$ cat src/ctrlPkg.sv
package ctrlPkg;

    typedef logic [15:0] instrT;
    typedef logic [3:0]  regSelT;
    typedef logic [3:0]  aluModeT;
    typedef logic [2:0]  condT;
    typedef logic [4:0]  opcodeT;
    typedef logic [2:0]  formatT;
    typedef logic [2:0]  riModeT;
    typedef logic [1:0]  regSrcT;
    typedef logic [1:0]  dataSelT;
    typedef logic [1:0]  ioAddrSelT;
    typedef logic [2:0]  pcSrcT;

    // field positions inside the instruction word
    localparam int condLsb    = 13;   // cond in 15..13
    localparam int regALsb    = 12;   // destination / A register
    localparam int regBLsb    = 8;    // source register of R-R
    localparam int pairLsb    = 9;    // pair index, base is 2*ppp
    localparam int opcodeLsb  = 3;
    localparam int aluModeLsb = 3;    // R-R mode sits in 6..3
    localparam int riModeLsb  = 1;
    localparam int formatLsb  = 0;
    localparam int immBit     = 0;    // set for R-I words

    localparam formatT formatReg = 3'b000;
    localparam formatT formatIn  = 3'b010;
    localparam formatT formatOut = 3'b100;

    localparam riModeT riModeLdi     = 3'd0;   // load immediate, no flags
    localparam riModeT riModeInvalid = 3'd7;

    localparam opcodeT opAluRegFirst = 5'b00001;
    localparam opcodeT opAluRegLast  = 5'b01100;
    localparam opcodeT opStore       = 5'b01101;
    localparam opcodeT opLoad        = 5'b10000;
    localparam opcodeT opJmp         = 5'b10110;
    localparam opcodeT opCall        = 5'b10111;
    localparam opcodeT opRet         = 5'b11000;
    localparam opcodeT opHlt         = 5'b11101;

    // condition codes, 0 and 7 are unconditional
    localparam condT condCarry   = 3'd1;
    localparam condT condNoCarry = 3'd2;
    localparam condT condZero    = 3'd3;
    localparam condT condNoZero  = 3'd4;
    localparam condT condNeg     = 3'd5;
    localparam condT condNoNeg   = 3'd6;

    localparam aluModeT aluPassB = 4'b0000;
    localparam aluModeT aluAnd   = 4'b0001;
    localparam aluModeT aluOr    = 4'b0010;
    localparam aluModeT aluPassA = 4'b1101;

    localparam regSrcT regSrcAlu = 2'b00;
    localparam regSrcT regSrcIo  = 2'b10;   // data memory / IO read data

    localparam dataSelT dataPcHigh = 2'b00;
    localparam dataSelT dataPcLow  = 2'b01;
    localparam dataSelT dataAlu    = 2'b10;

    localparam ioAddrSelT ioAddrPair    = 2'b00;
    localparam ioAddrSelT ioAddrImm     = 2'b01;   // zero-extended 8-bit field
    localparam ioAddrSelT ioAddrPairInc = 2'b10;   // SP + 1 on pops

    localparam pcSrcT pcSrcPlusOne = 3'b000;   // skips the address word
    localparam pcSrcT pcSrcCurrent = 3'b001;
    localparam pcSrcT pcSrcInstr   = 3'b011;
    localparam pcSrcT pcSrcPair    = 3'b100;
    localparam pcSrcT pcSrcReturn  = 3'b101;   // return reg with popped byte

    typedef enum logic [3:0] {
        clsAluImm, clsAluReg, clsIn, clsOut, clsLoad, clsStore,
        clsJmp, clsCall, clsRet, clsHlt, clsNop
    } opClassT;

    typedef enum logic [2:0] {
        stFetch, stSecond, stRetWait, stRetLoad, stCallHigh
    } stepT;

endpackage
$ cat src/decodeIf.sv
interface decodeIf;

    ctrlPkg::opClassT  opClass;
    logic              condMet;       // condition true for the current flags
    ctrlPkg::regSelT   regBSelect;
    ctrlPkg::aluModeT  aluMode;
    logic              aluSrcImm;
    logic              flagEnable;
    ctrlPkg::ioAddrSelT ioAddrSelect;

    modport decoder (
        output opClass,
        output condMet,
        output regBSelect,
        output aluMode,
        output aluSrcImm,
        output flagEnable,
        output ioAddrSelect
    );

    modport sequencer (
        input opClass,
        input condMet,
        input regBSelect,
        input aluMode,
        input aluSrcImm,
        input flagEnable,
        input ioAddrSelect
    );

endinterface

$ cat src/cpuControl.sv
module cpuControl #(
    parameter ctrlPkg::regSelT SpLowReg = 4'd14
) (
    input  logic                clk,
    input  logic                rstN,
    input  ctrlPkg::instrT      iMemOut,
    input  logic                carryFlag,
    input  logic                zeroFlag,
    input  logic                negativeFlag,
    output ctrlPkg::regSrcT     regFileSrc,
    output ctrlPkg::regSelT     regFileOutBSelect,
    output logic                regFileWriteEnable,
    output logic                regFileIncPair,
    output logic                regFileDecPair,
    output logic                aluSrcBSelect,
    output ctrlPkg::aluModeT    aluMode,
    output logic                flagEnable,
    output ctrlPkg::dataSelT    dMemDataSelect,
    output ctrlPkg::ioAddrSelT  dMemIOAddressSelect,
    output logic                dMemIOWriteEn,
    output logic                dMemIOReadEn,
    output ctrlPkg::pcSrcT      iMemAddrSelect,
    output logic                iMemReadEnable,
    output logic                pcWriteEn
);

    decodeIf decBus ();  // decoded word, decoder to sequencer

    instrDecoder #(
        .SpLowReg(SpLowReg)
    ) uDecoder (
        .iMemOut     (iMemOut),
        .carryFlag   (carryFlag),
        .zeroFlag    (zeroFlag),
        .negativeFlag(negativeFlag),
        .dec         (decBus.decoder)
    );

    stepSequencer uSequencer (
        .clk                (clk),
        .rstN               (rstN),
        .dec                (decBus.sequencer),
        .regFileSrc         (regFileSrc),
        .regFileOutBSelect  (regFileOutBSelect),
        .regFileWriteEnable (regFileWriteEnable),
        .regFileIncPair     (regFileIncPair),
        .regFileDecPair     (regFileDecPair),
        .aluSrcBSelect      (aluSrcBSelect),
        .aluMode            (aluMode),
        .flagEnable         (flagEnable),
        .dMemDataSelect     (dMemDataSelect),
        .dMemIOAddressSelect(dMemIOAddressSelect),
        .dMemIOWriteEn      (dMemIOWriteEn),
        .dMemIOReadEn       (dMemIOReadEn),
        .iMemAddrSelect     (iMemAddrSelect),
        .iMemReadEnable     (iMemReadEnable),
        .pcWriteEn          (pcWriteEn)
    );

endmodule

$ cat src/stepSequencer.sv
module stepSequencer (
    input  logic                clk,
    input  logic                rstN,
    decodeIf.sequencer          dec,
    output ctrlPkg::regSrcT     regFileSrc,
    output ctrlPkg::regSelT     regFileOutBSelect,
    output logic                regFileWriteEnable,
    output logic                regFileIncPair,
    output logic                regFileDecPair,
    output logic                aluSrcBSelect,
    output ctrlPkg::aluModeT    aluMode,
    output logic                flagEnable,
    output ctrlPkg::dataSelT    dMemDataSelect,
    output ctrlPkg::ioAddrSelT  dMemIOAddressSelect,
    output logic                dMemIOWriteEn,
    output logic                dMemIOReadEn,
    output ctrlPkg::pcSrcT      iMemAddrSelect,
    output logic                iMemReadEnable,
    output logic                pcWriteEn
);

    ctrlPkg::stepT step;
    ctrlPkg::stepT nextStep;
    logic          running;  // low in the first cycle after reset

    always_ff @(posedge clk or negedge rstN) begin
        if (!rstN) begin
            step    <= ctrlPkg::stFetch;
            running <= 1'b0;
        end else begin
            step    <= nextStep;
            running <= 1'b1;
        end
    end

    always_comb begin
        nextStep           = ctrlPkg::stFetch;
        regFileWriteEnable = 1'b0;
        regFileIncPair     = 1'b0;
        regFileDecPair     = 1'b0;
        dMemIOWriteEn      = 1'b0;
        dMemIOReadEn       = 1'b0;
        dMemDataSelect     = ctrlPkg::dataAlu;
        iMemAddrSelect     = ctrlPkg::pcSrcCurrent;
        iMemReadEnable     = 1'b1;
        pcWriteEn          = 1'b1;
        case (step)
            ctrlPkg::stFetch: begin
                case (dec.opClass)
                    ctrlPkg::clsAluImm, ctrlPkg::clsAluReg: begin
                        regFileWriteEnable = 1'b1;
                    end
                    ctrlPkg::clsIn, ctrlPkg::clsLoad: begin
                        dMemIOReadEn   = 1'b1;  // data is written back next cycle
                        iMemReadEnable = 1'b0;
                        pcWriteEn      = 1'b0;
                        nextStep       = ctrlPkg::stSecond;
                    end
                    ctrlPkg::clsOut, ctrlPkg::clsStore: begin
                        dMemIOWriteEn = 1'b1;
                    end
                    ctrlPkg::clsJmp: begin
                        if (dec.condMet) begin
                            pcWriteEn = 1'b0;
                            nextStep  = ctrlPkg::stSecond;
                        end else begin
                            iMemAddrSelect = ctrlPkg::pcSrcPlusOne;
                        end
                    end
                    ctrlPkg::clsCall: begin
                        if (dec.condMet) begin
                            regFileDecPair = 1'b1;
                            dMemIOWriteEn  = 1'b1;
                            dMemDataSelect = ctrlPkg::dataPcLow;  // low byte pushed first
                            pcWriteEn      = 1'b0;
                            nextStep       = ctrlPkg::stCallHigh;
                        end else begin
                            iMemAddrSelect = ctrlPkg::pcSrcPlusOne;
                        end
                    end
                    ctrlPkg::clsRet: begin
                        if (dec.condMet) begin
                            dMemIOReadEn   = 1'b1;
                            regFileIncPair = 1'b1;
                            iMemAddrSelect = ctrlPkg::pcSrcReturn;
                            iMemReadEnable = 1'b0;
                            pcWriteEn      = 1'b0;
                            nextStep       = ctrlPkg::stRetWait;
                        end
                    end
                    ctrlPkg::clsHlt: begin
                        iMemReadEnable = 1'b0;  // parked until the word changes
                        pcWriteEn      = 1'b0;
                    end
                    default: begin
                    end
                endcase
            end
            ctrlPkg::stSecond: begin
                if (dec.opClass == ctrlPkg::clsJmp) begin
                    iMemAddrSelect = ctrlPkg::pcSrcInstr;  // target word
                end else if (dec.opClass inside {ctrlPkg::clsIn, ctrlPkg::clsLoad}) begin
                    dMemIOReadEn       = 1'b1;
                    regFileWriteEnable = 1'b1;
                end
            end
            ctrlPkg::stRetWait: begin
                dMemIOReadEn   = 1'b1;
                regFileIncPair = 1'b1;  // second pop
                iMemAddrSelect = ctrlPkg::pcSrcReturn;
                iMemReadEnable = 1'b0;
                pcWriteEn      = 1'b0;
                nextStep       = ctrlPkg::stRetLoad;
            end
            ctrlPkg::stRetLoad: begin
                dMemIOReadEn   = 1'b1;
                iMemAddrSelect = ctrlPkg::pcSrcReturn;
            end
            ctrlPkg::stCallHigh: begin
                regFileDecPair = 1'b1;
                dMemIOWriteEn  = 1'b1;
                dMemDataSelect = ctrlPkg::dataPcHigh;
                iMemAddrSelect = ctrlPkg::pcSrcInstr;
            end
            default: begin
            end
        endcase
        // hold everything off until the first cycle out of reset is over
        if (!running) begin
            nextStep           = ctrlPkg::stFetch;
            regFileWriteEnable = 1'b0;
            regFileIncPair     = 1'b0;
            regFileDecPair     = 1'b0;
            dMemIOWriteEn      = 1'b0;
            dMemIOReadEn       = 1'b0;
            iMemReadEnable     = 1'b0;
            pcWriteEn          = 1'b0;
        end
    end

    assign regFileSrc = (dec.opClass inside {ctrlPkg::clsIn, ctrlPkg::clsLoad}) ?
                        ctrlPkg::regSrcIo : ctrlPkg::regSrcAlu;

    assign regFileOutBSelect   = dec.regBSelect;
    assign aluSrcBSelect       = dec.aluSrcImm;   // 1 selects the 8-bit immediate
    assign aluMode             = dec.aluMode;
    assign flagEnable          = dec.flagEnable;
    assign dMemIOAddressSelect = dec.ioAddrSelect;

endmodule

$ cat src/instrDecoder.sv
module instrDecoder #(
    parameter ctrlPkg::regSelT SpLowReg = 4'd14
) (
    input  ctrlPkg::instrT iMemOut,
    input  logic           carryFlag,
    input  logic           zeroFlag,
    input  logic           negativeFlag,
    decodeIf.decoder       dec
);

    ctrlPkg::condT      cond;
    ctrlPkg::opcodeT    opcode;
    ctrlPkg::formatT    format;
    ctrlPkg::riModeT    riMode;
    ctrlPkg::regSelT    pairBase;
    ctrlPkg::opClassT   opClass;
    logic               condMet;
    ctrlPkg::regSelT    regBSelect;
    ctrlPkg::aluModeT   aluMode;
    logic               aluSrcImm;
    logic               flagEnable;
    ctrlPkg::ioAddrSelT ioAddrSelect;

    assign cond     = iMemOut[ctrlPkg::condLsb +: $bits(ctrlPkg::condT)];
    assign opcode   = iMemOut[ctrlPkg::opcodeLsb +: $bits(ctrlPkg::opcodeT)];
    assign format   = iMemOut[ctrlPkg::formatLsb +: $bits(ctrlPkg::formatT)];
    assign riMode   = iMemOut[ctrlPkg::riModeLsb +: $bits(ctrlPkg::riModeT)];
    assign pairBase = {iMemOut[ctrlPkg::pairLsb +: 3], 1'b0};  // even register of the pair

    always_comb begin
        if (iMemOut[ctrlPkg::immBit] && riMode != ctrlPkg::riModeInvalid) begin
            opClass = ctrlPkg::clsAluImm;
        end else if (format == ctrlPkg::formatIn) begin
            opClass = ctrlPkg::clsIn;
        end else if (format == ctrlPkg::formatOut) begin
            opClass = ctrlPkg::clsOut;
        end else if (format == ctrlPkg::formatReg) begin
            if (opcode >= ctrlPkg::opAluRegFirst && opcode <= ctrlPkg::opAluRegLast) begin
                opClass = ctrlPkg::clsAluReg;  // R-R and single-register ops
            end else begin
                case (opcode)
                    ctrlPkg::opLoad:  opClass = ctrlPkg::clsLoad;
                    ctrlPkg::opStore: opClass = ctrlPkg::clsStore;
                    ctrlPkg::opJmp:   opClass = ctrlPkg::clsJmp;
                    ctrlPkg::opCall:  opClass = ctrlPkg::clsCall;
                    ctrlPkg::opRet:   opClass = ctrlPkg::clsRet;
                    ctrlPkg::opHlt:   opClass = ctrlPkg::clsHlt;
                    default:          opClass = ctrlPkg::clsNop;
                endcase
            end
        end else begin
            opClass = ctrlPkg::clsNop;  // anything else is a no-op
        end
    end

    always_comb begin
        case (cond)
            ctrlPkg::condCarry:   condMet = carryFlag;
            ctrlPkg::condNoCarry: condMet = ~carryFlag;
            ctrlPkg::condZero:    condMet = zeroFlag;
            ctrlPkg::condNoZero:  condMet = ~zeroFlag;
            ctrlPkg::condNeg:     condMet = negativeFlag;
            ctrlPkg::condNoNeg:   condMet = ~negativeFlag;
            default:              condMet = 1'b1;  // codes 0 and 7
        endcase
    end

    always_comb begin
        regBSelect   = iMemOut[ctrlPkg::regALsb +: $bits(ctrlPkg::regSelT)];
        aluMode      = ctrlPkg::aluPassB;
        aluSrcImm    = 1'b0;
        flagEnable   = 1'b0;
        ioAddrSelect = ctrlPkg::ioAddrPair;
        case (opClass)
            ctrlPkg::clsAluImm: begin
                aluMode    = {1'b0, riMode};
                aluSrcImm  = 1'b1;
                flagEnable = (riMode != ctrlPkg::riModeLdi);
            end
            ctrlPkg::clsAluReg: begin
                regBSelect = iMemOut[ctrlPkg::regBLsb +: $bits(ctrlPkg::regSelT)];
                aluMode    = iMemOut[ctrlPkg::aluModeLsb +: $bits(ctrlPkg::aluModeT)];
                flagEnable = 1'b1;
            end
            ctrlPkg::clsIn, ctrlPkg::clsOut: begin
                ioAddrSelect = ctrlPkg::ioAddrImm;
            end
            ctrlPkg::clsLoad, ctrlPkg::clsStore: begin
                regBSelect = pairBase;
                aluMode    = ctrlPkg::aluPassA;  // store data comes from reg A
            end
            ctrlPkg::clsCall: begin
                regBSelect = SpLowReg;
            end
            ctrlPkg::clsRet: begin
                regBSelect   = SpLowReg;
                ioAddrSelect = ctrlPkg::ioAddrPairInc;
            end
            default: begin
            end
        endcase
    end

    assign dec.opClass      = opClass;
    assign dec.condMet      = condMet;
    assign dec.regBSelect   = regBSelect;
    assign dec.aluMode      = aluMode;
    assign dec.aluSrcImm    = aluSrcImm;
    assign dec.flagEnable   = flagEnable;
    assign dec.ioAddrSelect = ioAddrSelect;

endmodule

$ cat config.mk
export PLATFORM = sky130hd
export DESIGN_NAME = cpuControl
export DESIGN_NICKNAME = d
export VERILOG_FILES = /design/src/ctrlPkg.sv /design/src/decodeIf.sv /design/src/cpuControl.sv /design/src/stepSequencer.sv /design/src/instrDecoder.sv
export SDC_FILE = /design/constraint.sdc
export NUM_CORES = 1
export LEC_CHECK = 0
export BUFFER_PORTS_ARGS = -buffer_cell sky130_fd_sc_hd__buf_2
export CELL_PAD_IN_SITES_DETAIL_PLACEMENT = 1
export CELL_PAD_IN_SITES_GLOBAL_PLACEMENT = 2
export CORE_MARGIN = 2
export CORE_UTILIZATION = 24
export CTS_CLUSTER_DIAMETER = 40
export DETAILED_ROUTE_END_ITERATION = 6
export PLACE_DENSITY_LB_ADDON = 0.1
export SYNTH_ARGS = -nofsm -noshare
export SYNTH_HDL_FRONTEND = slang
export SYNTH_SLANG_ARGS = --single-unit
$ cat constraint.sdc
create_clock -name clk -period 6.5 [get_ports clk]
set_input_delay 0.975 -clock clk [delete_from_list [all_inputs] [get_ports clk]]
set_output_delay 0.975 -clock clk [all_outputs]
set_load 0.05 [all_outputs]
==> metrics, run 1 <==
status finished clean; Post-synth top flop dfrtp_1; Global Route Usage Sum 0.157; share of the synthesized area in the top cell type 0.111; Placer Congestion 0.749; area of the multi-input gates 721 sq um; Final Cycle Share 0.669; synthesized area 903 sq um; pin count of the biggest net entering global routing 14; Synth Instances 130; vias per cell 5.42; Clock Latency Late Sink 0.21 ns; syn nets between 150 and 200; Top Metal Used met3; Via Count 1,171; met3 routed WL 145 um; Core ar. 3630 sq um; setup TNS 0 ns; Area Overhead vs Synth 30.3%; largest area contributor in the netlist dfrtp_1; Max Cap Viol 0; Routed Antenna Nets 0; Post-Route WL approximately 3200 um; Syn. warnings 0; Pwr Density 144 nW/um^2; post-CTS setup repair buffer count 0; fill count roughly 500; Clock Skew 0.00278 ns; hold_buf cts 0; cell area after layout roughly 1200 sq um; critical path capture point type output port; worst r2r src uSequencer.step[2]; Post-synth EDFFs 0; Slew Viols, Final 0; vias in the first global route ~1,200; Initial DRC Count 21; Clock Tree Root clkbuf_8; DRC viols 0; Met2 Routed Length 1550 um; minimum clock period 4.35 ns; row cnt 22; CTS tree yes; sequential cell area 100 sq um; critical path type primary input to output port; Port Buf Inserts 45; fmax 0.230 GHz; RSZ-0062 raised after global routing false; die width 65.4 um; dominant cells by area after synthesis dfrtp_1 11%, nor2_1 6.2%, o21a_1 4.2%; antenna violations before repair 0; share of layout cells above drive strength 1 0.327; Final Power 170 uW; # IOs 47; CP Data Arrival Time 3.37 ns; GR Overflow Total 0; syn_area_per_cell 6.95 sq um; Nets around 190; Final Hold Vio Count 0; static leakage 0.585 nW; register-to-register setup slack 5.23 ns; post-layout util 0.324; async set or reset register ratio after synthesis 1.00; Worst setup SP type primary input; FF-to-FF path depth 2; Worst VDD drop between 0.00009 and 0.0001 V; cell with the most instances after synthesis nor2_1; RR Endpoint uSequencer.step[2]; DRT Pass-1 Iters 4; Num CTS Buffers 3; distinct cell type count after synthesis 52; Seq/Total Area, Yosys 0.111; slew margin rel. 0.489; post-DP HPWL between 2000 and 3000 um; starting density of the core 0.249; flop and latch count out of synthesis 4; HP Class primary input to async pin; CTS resizes 0; Worst-path clk slew 0.03 ns; average routed wire per standard cell 15.0 um; Ant. Diodes 0; global-route wire length before repair approximately 5500 um; Metal-1 WL 1540 um; H-tree level count 1; CTS sink cnt 4; Die Span Y 65.4 um; Max Root-Sink Buffers 2; Worst-Margin Slew roughly 0.76 ns; commonest cells in the synthesized netlist 15 x nor2_1, 8 x inv_1, 8 x nand2_1; required time worst endpoint 5.52 ns; crit path max fanout 13; final setup fails 0; placed instance area 1140 sq um; die area about 4300 sq um
==> cell type report <==
| cell class | instances | share of cell area |
|---|---|---|
| Inverter | 8 | 0.0255 |
| Timing Repair Buffer | 45 | 0.191 |
| Multi-Input combinational cell | 108 | 0.612 |
| Tap cell | 48 | 0.0510 |
| Clock buffer | 3 | 0.0351 |
| Sequential cell | 4 | 0.0850 |
==> worst max-delay path by stage <==
stage | start | to | slack (ns) | cells past startpoint
5_1_grt | iMemOut[3] | regFileOutBSelect[0] | 1.99 | 7
3_3_place_gp | iMemOut[5] | dMemIOReadEn | 2.23 | 8
3_5_place_dp | iMemOut[5] | dMemIOReadEn | 2.19 | 8
4_1_cts | iMemOut[5] | dMemIOReadEn | 2.16 | 8
2_1_floorplan | iMemOut[1] | dMemIOWriteEn | 1.24 | 6
6_report | iMemOut[5] | dMemIOReadEn | 2.15 | 8
==> critical path, cell delays in order <==
cell and delay, ns:
buf_2 0.17, or4_4 0.54, o22ai_1 0.23, o21a_1 0.25, nand4_1 0.27, o41ai_2 0.49
a32o_1 0.18, buf_2 0.26
==> kinds of logic (layout without fill, tap and decap cells) <==
family,count (synthesis),after routing,synth area share
flip-flops,4,4,0.111
AO/OA/AOI/OAI,50,50,0.445
buffers and inverters,18,56,0.0914
other,2,2,0.00831
multiplexers,2,2,0.0235
AND/OR/NAND/NOR,54,54,0.321
==> state kept, by name (all words and copies together) (netlist names) <==
name / cells
uSequencer.step: 3
uSequencer.running: 1
==> layer usage <==
metal  vias up  GRT usage
met1       569      0.215
met5         -          0
met4         0     0.0156
met2        28      0.273
li1        574          -
met3         0     0.0171
==> layout by cell type (no fill, tap or decap), types with 2 or more instances in the layout <==
cell	instances
a22o_1	3
and2_1	2
buf_2	45
o22ai_1	2
nor3_1	7
o21ai_0	7
nand4_1	2
inv_1	8
nor2_1	15
nor4b_1	2
o21a_1	5
nand2_1	8
nor4_1	2
a31oi_1	2
a211oi_1	2
nand2b_1	4
clkbuf_8	3
nor2b_1	2
o22a_1	2
nand3_1	2
conb_1	2
a21oi_1	6
dfrtp_1	4
o211ai_1	3
a211o_1	3
==> per-stage QoR <==
stage | cells | hold slack, ns | worst slack [ns]
floorplan | 130 | 0.516 | 1.24
global placement | 213 | 0.579 | 2.23
detailed placement | 213 | 0.572 | 2.19
CTS | 216 | 0.559 | 2.16
global route | 216 | 0.562 | 1.99
finish | 216 | 0.558 | 2.15
==> power breakdown <==
part	switching (mW)	total, mW	internal [mW]
registers	0.00147	0.0273	0.0258
logic	0.0652	0.0922	0.0271
clock network	0.0111	0.0504	0.0393
No activity file was read; power rests on OpenSTA's default activity.
==> inputs of run 2 (changes only) <==
--- a/config.mk
+++ b/config.mk
@@ -9,7 +9,7 @@
 export CELL_PAD_IN_SITES_DETAIL_PLACEMENT = 1
 export CELL_PAD_IN_SITES_GLOBAL_PLACEMENT = 2
 export CORE_MARGIN = 2
-export CORE_UTILIZATION = 24
+export CORE_UTILIZATION = 20
 export CTS_CLUSTER_DIAMETER = 40
 export DETAILED_ROUTE_END_ITERATION = 6
 export PLACE_DENSITY_LB_ADDON = 0.1
==> constraint.sdc (replaced) <==
create_clock -name clk -period 3.7 [get_ports clk]
set_input_delay 0.555 -clock clk [delete_from_list [all_inputs] [get_ports clk]]
set_output_delay 0.555 -clock clk [all_outputs]
set_load 0.05 [all_outputs]
==> run 2 against run 1 <==
Effect of this change: sequential share of layout area fell by 0.49 points; sequential cell count is the same; register-to-register slack lost 2.9 ns; clock skew is 0.0021 ns lower; non-clock buffer count grew 4; core utilization down 3.7 points; worst setup slack got worse by 1.8 ns; clock-buffer cell count unchanged; worst hold slack worse by 0.42 ns; sequential power up 77%; global-route usage shrank 2.4 points; largest cell class unchanged.
==> metrics, run 2 (same netlist as run 1, synthesis figures left out) <==
status finished clean; cell family with most CP delay compound AO/OA/AOI/OAI gates; setup TNS 0 ns; pin count of the biggest net entering global routing 14; Num CTS Buffers 3; H-tree level count 1; # IOs 47; met3 usage 0.0256; Area Overhead vs Synth 38.2%; most used cell, CP buf_2; most common cell after layout, fill and taps aside buf_2; Placer Congestion 0.761; CTS tree yes; required time worst endpoint 3.14 ns; Initial DRC Count between 40 and 50; post-DP HPWL 2760 um; DRT Pass-1 Iters 4; Routed Antenna Nets 0; Clock Latency Late Sink 0.21 ns; # placed instances 221; Worst VDD drop 0.000255 V; DRC viols 0; CP startpoint iMemOut[5]; CTS resizes 0; final setup fails 0; die width 71.2 um; starting density of the core 0.207; Final Hold Vio Count 0; FF-to-FF path depth 2; Nets 195; Core ar. between 4000 and 5000 sq um; hold slack 0.141 ns; RSZ-0062 raised after global routing false; minimum clock period 3.39 ns; Setup crit end dMemIOReadEn; Regs by FF count uSequencer.step x3, uSequencer.running x1; critical path depth 8; CP Data Arrival Time ~2.8 ns; Worst-path clk slew 0.03 ns; register-to-register setup slack about 2.4 ns; Post-Route WL 3360 um; worst r2r src uSequencer.step[2]; RR Endpoint uSequencer.step[2]; Buf+Inv Stages, Crit Path 2; CTS sink cnt 4; GR Overflow Total 0; Final Cycle Share 0.917; Clock Tree Root clkbuf_8; Global Route Usage Sum 0.133; HP Class primary input to async pin; static leakage 0.613 nW; Clock Skew 0.000663 ns; Slowest cell on crit path or4_4; Die Span Y approximately 70 um; Max Cap Viol 0; average routed wire per standard cell 15.0 um; global-route wire length before repair 5580 um; Via Count 1,157; Worst-Margin Slew 0.746 ns; Max Root-Sink Buffers 2; Slew Viols, Final 0; crit-path cells buf_2 -> or4_4 -> o22ai_1 -> o21a_1 -> nand4_1 -> o41ai_4 -> a32o_2 -> buf_2; antenna violations before repair 0; Pwr Density 243 nW/um^2; vias in the first global route between 1,000 and 1,500; vias per cell approximately 5.2; hold_buf cts 0; gr busiest metal met2; critical path type primary input to output port; Ant. Diodes 0; die area 5070 sq um; most frequent cells in the layout 45 x buf_2, 15 x nor2_1, 8 x inv_1, 8 x nand2_1; Crit path largest cell delay about 0.53 ns; post-CTS setup repair buffer count 0; critical path capture point type output port; grt met1 use 0.195; max reg flops 3; row cnt 24; Worst setup SP type primary input; Post-Layout Cell Count about 220; share of layout cells above drive strength 1 0.378; Final Power 304 uW; fmax 0.295 GHz; Port Buf Inserts 45; crit path max fanout 13; slew margin rel. 0.503; met2 Usage GRT 0.206; largest register by flop count uSequencer.step
run 2: cell type report:
| type | count | area, sq um |
|---|---|---|
| fill | 545 | 3110 |
| multi-input combinational | 108 | 757 |
| timing repair buffer | 49 | 255 |
| sequential | 4 | 100 |
| tap | 52 | 65.1 |
| clock buffer | 3 | 41.3 |
| inverter | 8 | 30.0 |
run 2: power breakdown:
group / internal, mW / total (mW) / switching [mW]
clock network: 0.0689 / 0.0870 / 0.0181
registers: 0.0454 / 0.0484 / 0.00305
logic: 0.0515 / 0.168 / 0.117
run 2: stage by stage:
stage / area, sq um / utilization / worst slack [ns]
floorplan: 940 / - / -0.0219
global placement: 1210 / 0.277 / 0.362
detailed placement: 1210 / 0.277 / 0.281
CTS: 1250 / 0.287 / 0.272
global route: 1250 / 0.287 / 0.170
finish: 1250 / 0.287 / 0.307
run 2: worst min-delay path by stage:
stage	startpoint	to	slack, ns	depth (start not counted)
after floorplan	rstN	uSequencer.running	0.26	0
after global placement	rstN	uSequencer.step[1]	0.36	1
after detailed placement	rstN	uSequencer.step[1]	0.36	1
after CTS	rstN	uSequencer.step[1]	0.14	1
after global routing	rstN	uSequencer.running	0.14	1
final	rstN	uSequencer.step[1]	0.14	1
run 2: layer usage:
| metal | wire length (um) | share of wire |
|---|---|---|
| met1 | 1710 | 0.51 |
| met2 | 1450 | 0.43 |
| met4 | 0 | 0 |
| met3 | 192 | 0.057 |
| met5 | 0 | 0 |
